File: config.mk
export PLATFORM = sky130hd
export DESIGN_NAME = az_acq_top
export DESIGN_NICKNAME = d
export VERILOG_FILES = /design/src/az_cfg_pkg.sv /design/src/az_types_pkg.sv /design/src/az_acq_top.sv /design/src/az_cfg_regs.sv /design/src/az_result.sv /design/src/az_sequencer.sv
export SDC_FILE = /design/constraint.sdc
export NUM_CORES = 1
export LEC_CHECK = 0
export BUFFER_PORTS_ARGS = -buffer_cell sky130_fd_sc_hd__buf_2
export CORE_ASPECT_RATIO = 1.75
export CORE_UTILIZATION = 45
export DETAILED_ROUTE_END_ITERATION = 8
export GPL_ROUTABILITY_DRIVEN = 0
export PLACE_DENSITY = 0.71
export SLEW_MARGIN = 30
export SYNTH_ARGS = -nofsm -noshare
export SYNTH_HDL_FRONTEND = slang
export SYNTH_SLANG_ARGS = --single-unit
File: constraint.sdc
create_clock -name clk -period 4.2 [get_ports clk]
set_input_delay 0.42 -clock clk [delete_from_list [all_inputs] [get_ports clk]]
set_output_delay 0.42 -clock clk [all_outputs]
set_load 0.02 [all_outputs]
File: src/az_cfg_pkg.sv
`default_nettype none

package az_cfg_pkg;

  // adc count and result widths
  localparam int ADC_W      = 24;
  localparam int RES_W      = 25;

  // settle counter and config write data
  localparam int CNT_W      = 24;
  localparam int CFG_DATA_W = 24;

  // analog switch code widths
  localparam int AZMUX_W    = 4;
  localparam int PC_W       = 2;

  // status and monitor bus widths
  localparam int STATUS_W   = 3;
  localparam int MON_W      = 8;

  // precharge switch parked on the boot buffer, protects the signal
  localparam logic [PC_W-1:0]    SW_PC_BOOT     = 2'b00;

  // reset defaults of the register block
  localparam logic [CNT_W-1:0]   DEF_PRECHARGE  = 24'd16;
  // azmux hi selects the precharge output, lo selects the low reference
  localparam logic [AZMUX_W-1:0] DEF_AZMUX_HI   = 4'b1010;
  localparam logic [AZMUX_W-1:0] DEF_AZMUX_LO   = 4'b1100;
  localparam logic [PC_W-1:0]    DEF_PC_HI      = 2'b01;

endpackage

`default_nettype wire

File: src/az_types_pkg.sv
`default_nettype none

package az_types_pkg;

  // sequencer states
  // each settle phase is an entry state plus its wait state
  typedef enum logic [3:0] {
    S_IDLE         = 4'd0,
    S_PC_BOOT      = 4'd1,
    S_PC_BOOT_WAIT = 4'd2,
    S_AZ_HI        = 4'd3,
    S_AZ_HI_WAIT   = 4'd4,
    S_PC_SIG       = 4'd5,
    S_PC_SIG_WAIT  = 4'd6,
    S_ADC_HI       = 4'd7,
    S_PC_BACK      = 4'd8,
    S_PC_BACK_WAIT = 4'd9,
    S_AZ_LO        = 4'd10,
    S_AZ_LO_WAIT   = 4'd11,
    S_ADC_LO       = 4'd12
  } az_state_e;

  // register addresses of the config block
  typedef enum logic [2:0] {
    REG_PRECHARGE = 3'd0,
    REG_AZMUX_HI  = 3'd1,
    REG_AZMUX_LO  = 3'd2,
    REG_PC_HI     = 3'd3,
    REG_CTRL      = 3'd4
  } az_reg_e;

  // which side of the auto-zero pair a sample belongs to
  typedef enum logic {
    KIND_LO = 1'b0,
    KIND_HI = 1'b1
  } az_kind_e;

endpackage

`default_nettype wire

File: src/az_acq_top.sv
`timescale 1ns/10ps
`default_nettype none

module az_acq_top (
  input  wire                                    clk,
  input  wire                                    reset_n,

  // config write port
  input  wire                                    cfg_we_i,
  input  az_types_pkg::az_reg_e                  cfg_addr_i,
  input  wire  [az_cfg_pkg::CFG_DATA_W-1:0]      cfg_wdata_i,

  // adc
  output logic                                   adc_reset_no,
  input  wire                                    adc_measure_valid_i,
  input  wire  [az_cfg_pkg::ADC_W-1:0]           adc_count_i,

  // analog controls
  output logic [az_cfg_pkg::PC_W-1:0]            sw_pc_ctl_o,
  output logic [az_cfg_pkg::AZMUX_W-1:0]         azmux_o,

  // status and results
  output logic [az_cfg_pkg::STATUS_W-1:0]        status_o,
  output logic signed [az_cfg_pkg::RES_W-1:0]    result_o,
  output logic                                   result_valid_o,
  output logic [az_cfg_pkg::MON_W-1:0]           monitor_o
);

  logic [az_cfg_pkg::CNT_W-1:0]    precharge_cnt;
  logic [az_cfg_pkg::AZMUX_W-1:0]  azmux_hi;
  logic [az_cfg_pkg::AZMUX_W-1:0]  azmux_lo;
  logic [az_cfg_pkg::PC_W-1:0]     pc_hi;
  logic                            run;
  logic                            sample_done;
  az_types_pkg::az_kind_e          sample_kind;

  // scope probe, adc release and valid on the two low bits
  assign monitor_o = {{(az_cfg_pkg::MON_W-2){1'b0}}, adc_measure_valid_i, adc_reset_no};

  az_cfg_regs i_az_cfg_regs (
    .clk             (clk),
    .reset_n         (reset_n),
    .cfg_we_i        (cfg_we_i),
    .cfg_addr_i      (cfg_addr_i),
    .cfg_wdata_i     (cfg_wdata_i),
    .precharge_cnt_o (precharge_cnt),
    .azmux_hi_o      (azmux_hi),
    .azmux_lo_o      (azmux_lo),
    .pc_hi_o         (pc_hi),
    .run_o           (run)
  );

  // led output is a board indicator, not brought out here
  az_sequencer i_az_sequencer (
    .clk                 (clk),
    .reset_n             (reset_n),
    .precharge_cnt_i     (precharge_cnt),
    .azmux_hi_i          (azmux_hi),
    .azmux_lo_i          (azmux_lo),
    .pc_hi_i             (pc_hi),
    .run_i               (run),
    .adc_measure_valid_i (adc_measure_valid_i),
    .adc_reset_no        (adc_reset_no),
    .sw_pc_ctl_o         (sw_pc_ctl_o),
    .azmux_o             (azmux_o),
    .sample_done_o       (sample_done),
    .sample_kind_o       (sample_kind),
    .status_o            (status_o),
    .led0_o              ()
  );

  az_result i_az_result (
    .clk            (clk),
    .reset_n        (reset_n),
    .sample_done_i  (sample_done),
    .sample_kind_i  (sample_kind),
    .adc_count_i    (adc_count_i),
    .result_o       (result_o),
    .result_valid_o (result_valid_o)
  );

endmodule

`default_nettype wire

File: src/az_cfg_regs.sv
`timescale 1ns/10ps
`default_nettype none

module az_cfg_regs (
  input  wire                                    clk,
  input  wire                                    reset_n,

  // plain write strobe, no handshake
  input  wire                                    cfg_we_i,
  input  az_types_pkg::az_reg_e                  cfg_addr_i,
  input  wire  [az_cfg_pkg::CFG_DATA_W-1:0]      cfg_wdata_i,

  // register fields out to the sequencer
  output logic [az_cfg_pkg::CNT_W-1:0]           precharge_cnt_o,
  output logic [az_cfg_pkg::AZMUX_W-1:0]         azmux_hi_o,
  output logic [az_cfg_pkg::AZMUX_W-1:0]         azmux_lo_o,
  output logic [az_cfg_pkg::PC_W-1:0]            pc_hi_o,
  output logic                                   run_o
);

  //////////////////////////////////////////////////
  // register write decode

  always_ff @(posedge clk)
  begin
    if (!reset_n)
    begin
      // defaults leave the sequencer stopped
      precharge_cnt_o <= az_cfg_pkg::DEF_PRECHARGE;
      azmux_hi_o      <= az_cfg_pkg::DEF_AZMUX_HI;
      azmux_lo_o      <= az_cfg_pkg::DEF_AZMUX_LO;
      pc_hi_o         <= az_cfg_pkg::DEF_PC_HI;
      run_o           <= 1'b0;
    end
    else if (cfg_we_i)
    begin
      // each field keeps only its low bits of the write data
      case (cfg_addr_i)
        az_types_pkg::REG_PRECHARGE:
          precharge_cnt_o <= cfg_wdata_i[az_cfg_pkg::CNT_W-1:0];

        az_types_pkg::REG_AZMUX_HI:
          azmux_hi_o <= cfg_wdata_i[az_cfg_pkg::AZMUX_W-1:0];

        az_types_pkg::REG_AZMUX_LO:
          azmux_lo_o <= cfg_wdata_i[az_cfg_pkg::AZMUX_W-1:0];

        az_types_pkg::REG_PC_HI:
          pc_hi_o <= cfg_wdata_i[az_cfg_pkg::PC_W-1:0];

        // ctrl bit 0 starts and stops the sample sequence
        az_types_pkg::REG_CTRL:
          run_o <= cfg_wdata_i[0];

        // unknown address, nothing changes
        default:
        begin
        end
      endcase
    end
  end

endmodule

`default_nettype wire

File: src/az_result.sv
`timescale 1ns/10ps
`default_nettype none

module az_result (
  input  wire                                    clk,
  input  wire                                    reset_n,

  // one strobe per accepted adc measurement
  input  wire                                    sample_done_i,
  input  az_types_pkg::az_kind_e                 sample_kind_i,
  input  wire  [az_cfg_pkg::ADC_W-1:0]           adc_count_i,

  output logic signed [az_cfg_pkg::RES_W-1:0]    result_o,
  output logic                                   result_valid_o
);

  logic [az_cfg_pkg::ADC_W-1:0]  lo_count;
  logic                          lo_valid;
  logic signed [az_cfg_pkg::RES_W-1:0] az_diff;

  // counts are unsigned, one extra bit holds the sign of the difference
  assign az_diff = $signed({1'b0, adc_count_i}) - $signed({1'b0, lo_count});

  //////////////////////////////////////////////////
  // lo capture

  always_ff @(posedge clk)
  begin
    if (sample_done_i && (sample_kind_i == az_types_pkg::KIND_LO))
      lo_count <= adc_count_i;
  end

  //////////////////////////////////////////////////
  // hi minus most recent lo

  always_ff @(posedge clk)
  begin
    if (!reset_n)
    begin
      lo_valid       <= 1'b0;
      result_valid_o <= 1'b0;
    end
    else
    begin
      result_valid_o <= 1'b0;
      if (sample_done_i && (sample_kind_i == az_types_pkg::KIND_LO))
        lo_valid <= 1'b1;
      // first hi after reset has no lo to subtract, no result
      if (sample_done_i && (sample_kind_i == az_types_pkg::KIND_HI) && lo_valid)
        result_valid_o <= 1'b1;
    end
  end

  always_ff @(posedge clk)
  begin
    if (sample_done_i && (sample_kind_i == az_types_pkg::KIND_HI) && lo_valid)
      result_o <= az_diff;
  end

endmodule

`default_nettype wire

File: src/az_sequencer.sv
`timescale 1ns/10ps
`default_nettype none

module az_sequencer (
  input  wire                                    clk,
  input  wire                                    reset_n,

  // config from the register block
  input  wire  [az_cfg_pkg::CNT_W-1:0]           precharge_cnt_i,
  input  wire  [az_cfg_pkg::AZMUX_W-1:0]         azmux_hi_i,
  input  wire  [az_cfg_pkg::AZMUX_W-1:0]         azmux_lo_i,
  input  wire  [az_cfg_pkg::PC_W-1:0]            pc_hi_i,
  input  wire                                    run_i,

  // adc control
  input  wire                                    adc_measure_valid_i,
  output logic                                   adc_reset_no,

  // analog switch controls
  output logic [az_cfg_pkg::PC_W-1:0]            sw_pc_ctl_o,
  output logic [az_cfg_pkg::AZMUX_W-1:0]         azmux_o,

  // per sample strobe to the result stage
  output logic                                   sample_done_o,
  output az_types_pkg::az_kind_e                 sample_kind_o,

  output logic [az_cfg_pkg::STATUS_W-1:0]        status_o,
  output logic                                   led0_o
);

  az_types_pkg::az_state_e       state;
  az_types_pkg::az_state_e       phase_next;
  az_types_pkg::az_state_e       phase_wait;
  logic [az_cfg_pkg::CNT_W-1:0]  settle_cnt;
  logic                          settle_zero;
  logic                          in_adc;
  logic                          adc_accept;

  // zero settle count skips the wait state entirely
  assign settle_zero = (precharge_cnt_i == '0);

  assign in_adc = (state == az_types_pkg::S_ADC_HI) || (state == az_types_pkg::S_ADC_LO);

  // a valid pulse only counts once the adc has been released
  assign adc_accept = in_adc && adc_reset_no && adc_measure_valid_i;

  assign sample_done_o = adc_accept;
  assign sample_kind_o = (state == az_types_pkg::S_ADC_HI) ? az_types_pkg::KIND_HI
                                                           : az_types_pkg::KIND_LO;

  //////////////////////////////////////////////////
  // phase table
  // entry and wait state of a phase share their successor

  always_comb
  begin
    phase_next = az_types_pkg::S_IDLE;
    phase_wait = az_types_pkg::S_IDLE;
    case (state)
      az_types_pkg::S_PC_BOOT, az_types_pkg::S_PC_BOOT_WAIT:
      begin
        phase_next = az_types_pkg::S_AZ_HI;
        phase_wait = az_types_pkg::S_PC_BOOT_WAIT;
      end
      az_types_pkg::S_AZ_HI, az_types_pkg::S_AZ_HI_WAIT:
      begin
        phase_next = az_types_pkg::S_PC_SIG;
        phase_wait = az_types_pkg::S_AZ_HI_WAIT;
      end
      az_types_pkg::S_PC_SIG, az_types_pkg::S_PC_SIG_WAIT:
      begin
        phase_next = az_types_pkg::S_ADC_HI;
        phase_wait = az_types_pkg::S_PC_SIG_WAIT;
      end
      az_types_pkg::S_PC_BACK, az_types_pkg::S_PC_BACK_WAIT:
      begin
        phase_next = az_types_pkg::S_AZ_LO;
        phase_wait = az_types_pkg::S_PC_BACK_WAIT;
      end
      az_types_pkg::S_AZ_LO, az_types_pkg::S_AZ_LO_WAIT:
      begin
        phase_next = az_types_pkg::S_ADC_LO;
        phase_wait = az_types_pkg::S_AZ_LO_WAIT;
      end
      default:
      begin
      end
    endcase
  end

  //////////////////////////////////////////////////
  // state and settle countdown

  always_ff @(posedge clk)
  begin
    if (!reset_n)
    begin
      state      <= az_types_pkg::S_IDLE;
      settle_cnt <= '0;
    end
    else
    begin
      case (state)
        // run is only looked at before a hi sample
        az_types_pkg::S_IDLE:
          if (run_i)
            state <= az_types_pkg::S_PC_BOOT;

        // entry states load the countdown
        // the entry cycle itself is the first settle cycle
        az_types_pkg::S_PC_BOOT, az_types_pkg::S_AZ_HI, az_types_pkg::S_PC_SIG,
        az_types_pkg::S_PC_BACK, az_types_pkg::S_AZ_LO:
          if (settle_zero)
            state <= phase_next;
          else
          begin
            settle_cnt <= precharge_cnt_i - 1'b1;
            state      <= phase_wait;
          end

        az_types_pkg::S_PC_BOOT_WAIT, az_types_pkg::S_AZ_HI_WAIT,
        az_types_pkg::S_PC_SIG_WAIT, az_types_pkg::S_PC_BACK_WAIT,
        az_types_pkg::S_AZ_LO_WAIT:
          if (settle_cnt == '0)
            state <= phase_next;
          else
            settle_cnt <= settle_cnt - 1'b1;

        // wait for the adc, no timeout
        az_types_pkg::S_ADC_HI:
          if (adc_accept)
            state <= az_types_pkg::S_PC_BACK;

        // a started pair always finishes here
        az_types_pkg::S_ADC_LO:
          if (adc_accept)
            state <= run_i ? az_types_pkg::S_PC_BOOT : az_types_pkg::S_IDLE;

        default:
          state <= az_types_pkg::S_IDLE;
      endcase
    end
  end

  //////////////////////////////////////////////////
  // analog switch outputs
  // azmux only ever moves while sw_pc sits on boot

  always_ff @(posedge clk)
  begin
    if (!reset_n)
    begin
      sw_pc_ctl_o <= az_cfg_pkg::SW_PC_BOOT;
      azmux_o     <= az_cfg_pkg::DEF_AZMUX_LO;
    end
    else
    begin
      case (state)
        az_types_pkg::S_PC_BOOT, az_types_pkg::S_PC_BACK:
          sw_pc_ctl_o <= az_cfg_pkg::SW_PC_BOOT;
        // hand the signal to the precharge output
        az_types_pkg::S_PC_SIG:
          sw_pc_ctl_o <= pc_hi_i;
        az_types_pkg::S_AZ_HI:
          azmux_o <= azmux_hi_i;
        az_types_pkg::S_AZ_LO:
          azmux_o <= azmux_lo_i;
        default:
        begin
        end
      endcase
    end
  end

  //////////////////////////////////////////////////
  // adc release and status

  always_ff @(posedge clk)
  begin
    if (!reset_n)
    begin
      adc_reset_no <= 1'b0;
      status_o     <= '0;
      led0_o       <= 1'b0;
    end
    else
    begin
      // adc held out of reset for the whole adc state, back in on accept
      adc_reset_no <= in_adc && !adc_accept;

      if (adc_accept)
      begin
        if (state == az_types_pkg::S_ADC_HI)
          status_o[0] <= 1'b1;
        else
        begin
          // lo closes the pair
          status_o <= {status_o[2:1] + 2'd1, 1'b0};
          led0_o   <= !led0_o;
        end
      end
    end
  end

endmodule

`default_nettype wire

# [Word level (Yosys, flattened, before mapping)]
# Cells that the tools add are included.
[totals] mem_count=0 romBits=0 mem_bits_rw=0 word_cells=91 latchBits=0 reg_bits=124
[op_classes] eq_ne=22 add_sub_neg=4 bitwise=2 shift=0 n_mux=16 n_div=0 reduce_logical=31 n_mul=0 magnitude_cmp=0
[ops] op="4-bit one-hot mux with 5 select lines" n=3
[ops] op="24-bit zero test" n=2
[ops] op="24-bit two-way mux" n=2
[ops] op="24-bit one-hot mux with 2 select lines" n=1
[ops] op="24-bit by 1-bit subtractor with 24-bit output (second input constant)" n=2
[ops] op="24-bit by 24-bit subtractor with 25-bit output" n=1
[ops] op="4-bit equality test (second input constant)" n=5
[ops] op="4-bit two-way mux" n=5
[ops] op="4-bit by 3-bit equality test with 1-bit output (second input constant)" n=4
[ops] op="2-bit AND reduction" n=6
[ops] op="2-bit OR reduction" n=6
[ops] op="5-bit OR reduction" n=2
[ops] op="4-bit by 2-bit equality test with 1-bit output (second input constant)" n=2
[ops] op="4-bit one-hot mux with 2 select lines" n=1
[ops] op="3-bit by 2-bit equality test with 1-bit output (second input constant)" n=2
[ops] op="1-bit logical AND" n=6
[ops] op="2-bit by 1-bit != test with 1-bit output (second input constant)" n=3
[ops] op="2-bit != test (second input constant)" n=3
[ops] op="2-bit nonzero test" n=3
[ops] op="4-bit by 1-bit equality test with 1-bit output (second input constant)" n=1
[ops] op="4-bit zero test" n=1
[ops] op="2-bit one-hot mux with 2 select lines" n=1
[ops] op="4-bit AND reduction" n=1
[ops] op="3-bit by 1-bit equality test with 1-bit output (second input constant)" n=1
[ops] op="other kinds (8)" n=11

# [Longest topological paths before layout]
[depth] depth_word=7 ltp_mapped=13 depth_no_buf=11

# [By module]
# Synthesis repeated with hierarchy kept, for this count alone.
[hier_totals] cells_unflattened=812 hier_area_um2=7447.1
[modules_own_cells] mod="az_sequencer" area_each_um2=3104.2 seq_area_each_um2=780.7 cells_per_inst=409 n_inst=1
[modules_own_cells] mod="az_result" area_each_um2=2819.0 seq_area_each_um2=1511.4 cells_per_inst=244 n_inst=1
[modules_own_cells] mod="az_cfg_regs" area_each_um2=1460.2 seq_area_each_um2=700.7 cells_per_inst=150 n_inst=1
[modules_own_cells] mod="az_acq_top" area_each_um2=63.8 seq_area_each_um2=0.0 cells_per_inst=9 n_inst=1

# [Least setup slack after synthesis]
# OpenSTA, ideal clock, no wires.
[synth_timing] path_type="register to register" startpoint="register i_az_sequencer.state[3]" endpoint="register i_az_sequencer.status_o[2] in the netlist's numbering" t_arrival_ns=4.231 stages_incl_launch_ff=10 setup_time_ns=0.128 slack_ns=-0.159 path_buffers=4 required_time_ns=4.072 synth_period_minus_slack_ns=4.359 cell_sequence="dfxtp_1 buf_2 buf_2 buf_2 buf_2 nand2_1 nor4_1 nand2_1 xor2_1 nor2_1"
[synth_between] elab_chain_len=5
[synth_lines] item="start: declaration" line_no="az_sequencer.sv:31" text="az_types_pkg::az_state_e state;"
[synth_lines] item="start signal: assignment" line_no="az_sequencer.sv:98" text="state <= az_types_pkg::S_IDLE;"
[synth_lines] item="start signal: assignment" line_no="az_sequencer.sv:107" text="state <= az_types_pkg::S_PC_BOOT;"
[synth_lines] item="start signal: assignment" line_no="az_sequencer.sv:114" text="state <= phase_next;"
[synth_lines] item="4-bit by 3-bit equality test with 1-bit output or 4-bit equality test (tied branches)" line_no="az_sequencer.sv:42, az_sequencer.sv:193"
[synth_lines] item="1-bit logical OR" line_no="az_sequencer.sv:42" text="assign in_adc = (state == az_types_pkg::S_ADC_HI) || (state == az_types_pkg::S_ADC_LO);"
[synth_lines] item="1-bit logical AND (2 in a row)" line_no="az_sequencer.sv:45" text="assign adc_accept = in_adc && adc_reset_no && adc_measure_valid_i;"
[synth_lines] item="2-bit AND reduction (no line) (*)"
[synth_lines] item="end signal: assignment" line_no="az_sequencer.sv:198" text="status_o <= {status_o[2:1] + 2'd1, 1'b0};"
[synth_lines] item="end: declaration" line_no="az_sequencer.sv:27" text="output logic [az_cfg_pkg::STATUS_W-1:0] status_o,"
# Every way passes the cells marked *; elsewhere a longest branch is shown, timed or not.
# A chain may end at the register's enable or synchronous reset.

# [Worst setup path after layout]
[layout_timing] startpoint="register i_az_sequencer.state[0]" endpoint="register i_az_sequencer.settle_cnt[16] in the netlist's numbering"
[layout_between] elab_chain_len=4
[layout_lines] item="4-bit by 2-bit equality test with 1-bit output (tied with other cells)" line_no="az_sequencer.sv:103" text="case (state)"
[layout_lines] item="5-bit OR reduction" line_no="az_sequencer.sv:103"
[layout_lines] item="2-bit != test (no line) or 2-bit nonzero test (tied branches)"
[layout_lines] item="3-bit AND reduction (no line)"
[layout_lines] item="end signal: assignment" line_no="az_sequencer.sv:117" text="settle_cnt <= precharge_cnt_i - 1'b1;"
[layout_lines] item="end signal: assignment" line_no="az_sequencer.sv:127" text="settle_cnt <= settle_cnt - 1'b1;"
[layout_lines] item="end: declaration" line_no="az_sequencer.sv:34" text="logic [az_cfg_pkg::CNT_W-1:0] settle_cnt;"
# Several ways; a longest one is shown, not always the timed one.

==> results.txt <==
status - finished, final reports clean
Leakage - 3.27 nW
Setup WS pre-CTS - 0.794 ns
most frequent cells in the layout - nand2_1 (108), buf_2 (92), nor2_1 (75), dfxtp_1 (75), a21oi_1 (60)
Slew HR - 41.0%
die width - 97.0 µm
initial core utilization - 46.1%
Row Count - 60
TritonCTS clock tree - done
ys flop type - dfxtp_1
Period Utilization, post-route - 82.7%
clock insertion delay at the later pin of the skew report - 0.42 ns
setup TNS - 0 ns
drt initial violations - 264
CTS Hold Bufs - 0
max-cap viol count - 0
first-pass iteration count of the detailed router - 5
Detail Route Antenna Nets - 0
Synth cell types - 74
number of synthesized register bits - 124
PwrDens - 551 mW/mm²
crit path launch - i_az_sequencer.state[0]$_SDFFE_PN0P_
Critical Path AT - 3.75 ns
Crit path depth - 10
cell area after synthesis - 0.00710 mm²
routed len/inst - 16.7 µm
fraction of layout cells with a size suffix above 1 - 17.3%
yosys warns - 0
RSZ-0062 raised after global routing - no
CP Launch Type - flop
R2R depth - 10
Pwr Total - 4.56 mW
total track usage - 22.6%
clk sinks - 124
DRC - 0
pin count of the biggest net entering global routing - 57
Worst-path clk slew - 0.06 ns
Total Nets Final - 965
antenna violations before repair - 0
Core ar. - 0.0154 mm²
commonest non-fill, non-tap cell in the layout - nand2_1
worst-path cell chain - nand2b_1, o221ai_1, a22o_1, ha_1, nand4b_1, buf_4, or3_1, o211a_1, nor4_1, a211oi_1
total CTS buffers - 17
Gate Count Post-Synth - 807
number of synthesized flops with an enable pin - 49
Setup crit end - i_az_sequencer.settle_cnt[16]$_SDFFE_PN0P_
Antenna diodes - 0
Tmin final - 3.47 ns
Area Growth Syn to Fin - 16.4%
R2R setup slack - 0.73 ns
multiplexer share of the synthesized area - 3.65%
R2R Path End - i_az_sequencer.settle_cnt[16]$_SDFFE_PN0P_
CP Buf/Inv Count - 1
Synth Area in Compound Gates - 21.4%
Worst-Margin Slew - 0.878 ns
delay-heaviest family, CP - simple AND/OR/NAND/NOR gates
register area share after synthesis - 41.9%
Async S/R FF share, synth - 0%
final-report setup violation count - 0
Max Fanout on Critical Path - 19
CP max-delay cell - dfxtp_1
Final Skew - 0.0127 ns
post-cts resize count - 0
Setup Fix Bufs, Post-CTS - 0
DP HPWL - 13,400 µm
die area - 0.0163 mm²
Final Hold Vio Count - 0
Worst VDD drop - 0.387 mV
final worst slack - 0.727 ns
Req. time, crit path - 4.47 ns
vias in the first global route - 6,196
die height - 168 µm
Via-to-Cell Ratio - 5.76
worst r2r src - i_az_sequencer.state[0]$_SDFFE_PN0P_
HP Class - input port to flop
main combinational cell family by area after synthesis - compound AO/OA/AOI/OAI gates
DR vias - 6,235
Crit Path Class - flop to flop
clk buf depth - 2
maximum clock rate - 288 MHz
root buf cell - clkbuf_16
CP peak stage delay - 0.70 ns
Syn Area/Cell - 8.80 µm²
final wirelength - 18,000 µm
Synth Area in XOR/XNOR - 3.21%
htree depth - 4
Port-buffer cells - 92
Slew Limit Fails - 0
Post-Synth Adder-Cell Area - 4.69%
first-pass GRT wire length - 29,300 µm
GRT overflow - 0
Crit. End Element - flop
Top Ports - 99
post-synthesis simple-gate area fraction - 19.4%
how the worst min path moves through the flow:
stage	startpoint	end	cells after the start
after floorplan	i_az_cfg_regs.azmux_hi_o[1]$_SDFFE_PN1P_	i_az_cfg_regs.azmux_hi_o[1]$_SDFFE_PN1P_	2
after global placement	i_az_cfg_regs.azmux_hi_o[1]$_SDFFE_PN1P_	i_az_cfg_regs.azmux_hi_o[1]$_SDFFE_PN1P_	2
after detailed placement	i_az_cfg_regs.azmux_hi_o[3]$_SDFFE_PN1P_	i_az_cfg_regs.azmux_hi_o[3]$_SDFFE_PN1P_	2
after CTS	adc_count_i[17]	i_az_result.lo_count[17]$_DFFE_PP_	1
after global routing	adc_count_i[6]	i_az_result.lo_count[6]$_DFFE_PP_	1
final	adc_count_i[11]	i_az_result.lo_count[11]$_DFFE_PP_	1
per-layer routing:
metal / wire length [µm] / track usage [%]
met1: 6510 / 21.0
met2: 9900 / 44.3
met3: 693 / 4.40
met4: 938 / 14.0
met5: 0 / 0
layout make-up:
cell class,instances,area (µm²)
inverter,41,154
clock inverter,14,159
fill,1449,7120
timing repair buffer,106,566
tap,186,233
clock buffer,18,429
sequential,124,2970
multi-input combinational,594,3750
sequential cells by signal (all words and copies together) (netlist names):
signal	cells
i_az_cfg_regs.azmux_hi_o	4
i_az_cfg_regs.azmux_lo_o	4
i_az_cfg_regs.pc_hi_o	2
i_az_cfg_regs.precharge_cnt_o	24
i_az_cfg_regs.run_o	1
i_az_result.lo_count	24
i_az_result.lo_valid	1
i_az_result.result_o	25
i_az_result.result_valid_o	1
i_az_sequencer.adc_reset_no	1
i_az_sequencer.azmux_o	4
i_az_sequencer.settle_cnt	24
i_az_sequencer.state	4
i_az_sequencer.status_o	3
i_az_sequencer.sw_pc_ctl_o	2
metrics by stage:
| step | hold WS [ns] | instances | cell area, µm² | utilization (%) |
|---|---|---|---|---|
| 4_1_cts | 0.178 | 1083 | 8270 | 53.7 |
| 6_report | 0.197 | 1083 | 8270 | 53.7 |
| 3_5_place_dp | 0.461 | 1051 | 7680 | 49.9 |
| 3_3_place_gp | 0.455 | 1051 | 7680 | 49.9 |
| 5_1_grt | 0.178 | 1083 | 8270 | 53.7 |
| 2_1_floorplan | 0.441 | 812 | 7130 | - |
synthesized netlist by cell type, types with 10 or more instances:
master	count	area share [%]
a22oi_1	13	1.4
o221ai_1	16	2.0
nand2_1	108	5.7
dfxtp_1	75	21
a211oi_1	14	1.5
inv_1	39	2.1
mux2i_1	21	3.0
nand3_1	15	1.1
o21ai_0	35	2.5
a31oi_1	10	0.88
nor3_1	18	1.3
xnor2_1	20	2.5
a21oi_1	60	4.2
ha_1	25	4.4
or3_1	12	1.1
edfxtp_1	49	21
clkbuf_1	34	1.8
nor2_1	75	4.0
nor4_1	11	0.97
where the power goes:
group / internal (mW) / leakage, nW / switching (mW)
Sequential: 1.33 / 1.05 / 0.112
Combinational: 0.612 / 1.94 / 1.02
Clock: 0.888 / 0.280 / 0.595
Total: 2.83 / 3.27 / 1.73
logic make-up after synthesis:
kind of cell	after synthesis
buffers and inverters	94
muxes	24
adders and majority gates	26
AOI/OAI and AO/OA	222
DFF	124
xor gates and xnor gates	26
other	1
and+or+nand+nor	290
worst register-to-register path: stages, from the launching register on:
cell,delay (ns)
dfxtp_1,0.70
nand2b_1,0.39
o221ai_1,0.30
a22o_1,0.22
ha_1,0.22
nand4b_1,0.12
buf_4,0.20
or3_1,0.54
o211a_1,0.27
nor4_1,0.28
a211oi_1,0.11
No activity file was read; power rests on OpenSTA's default activity.
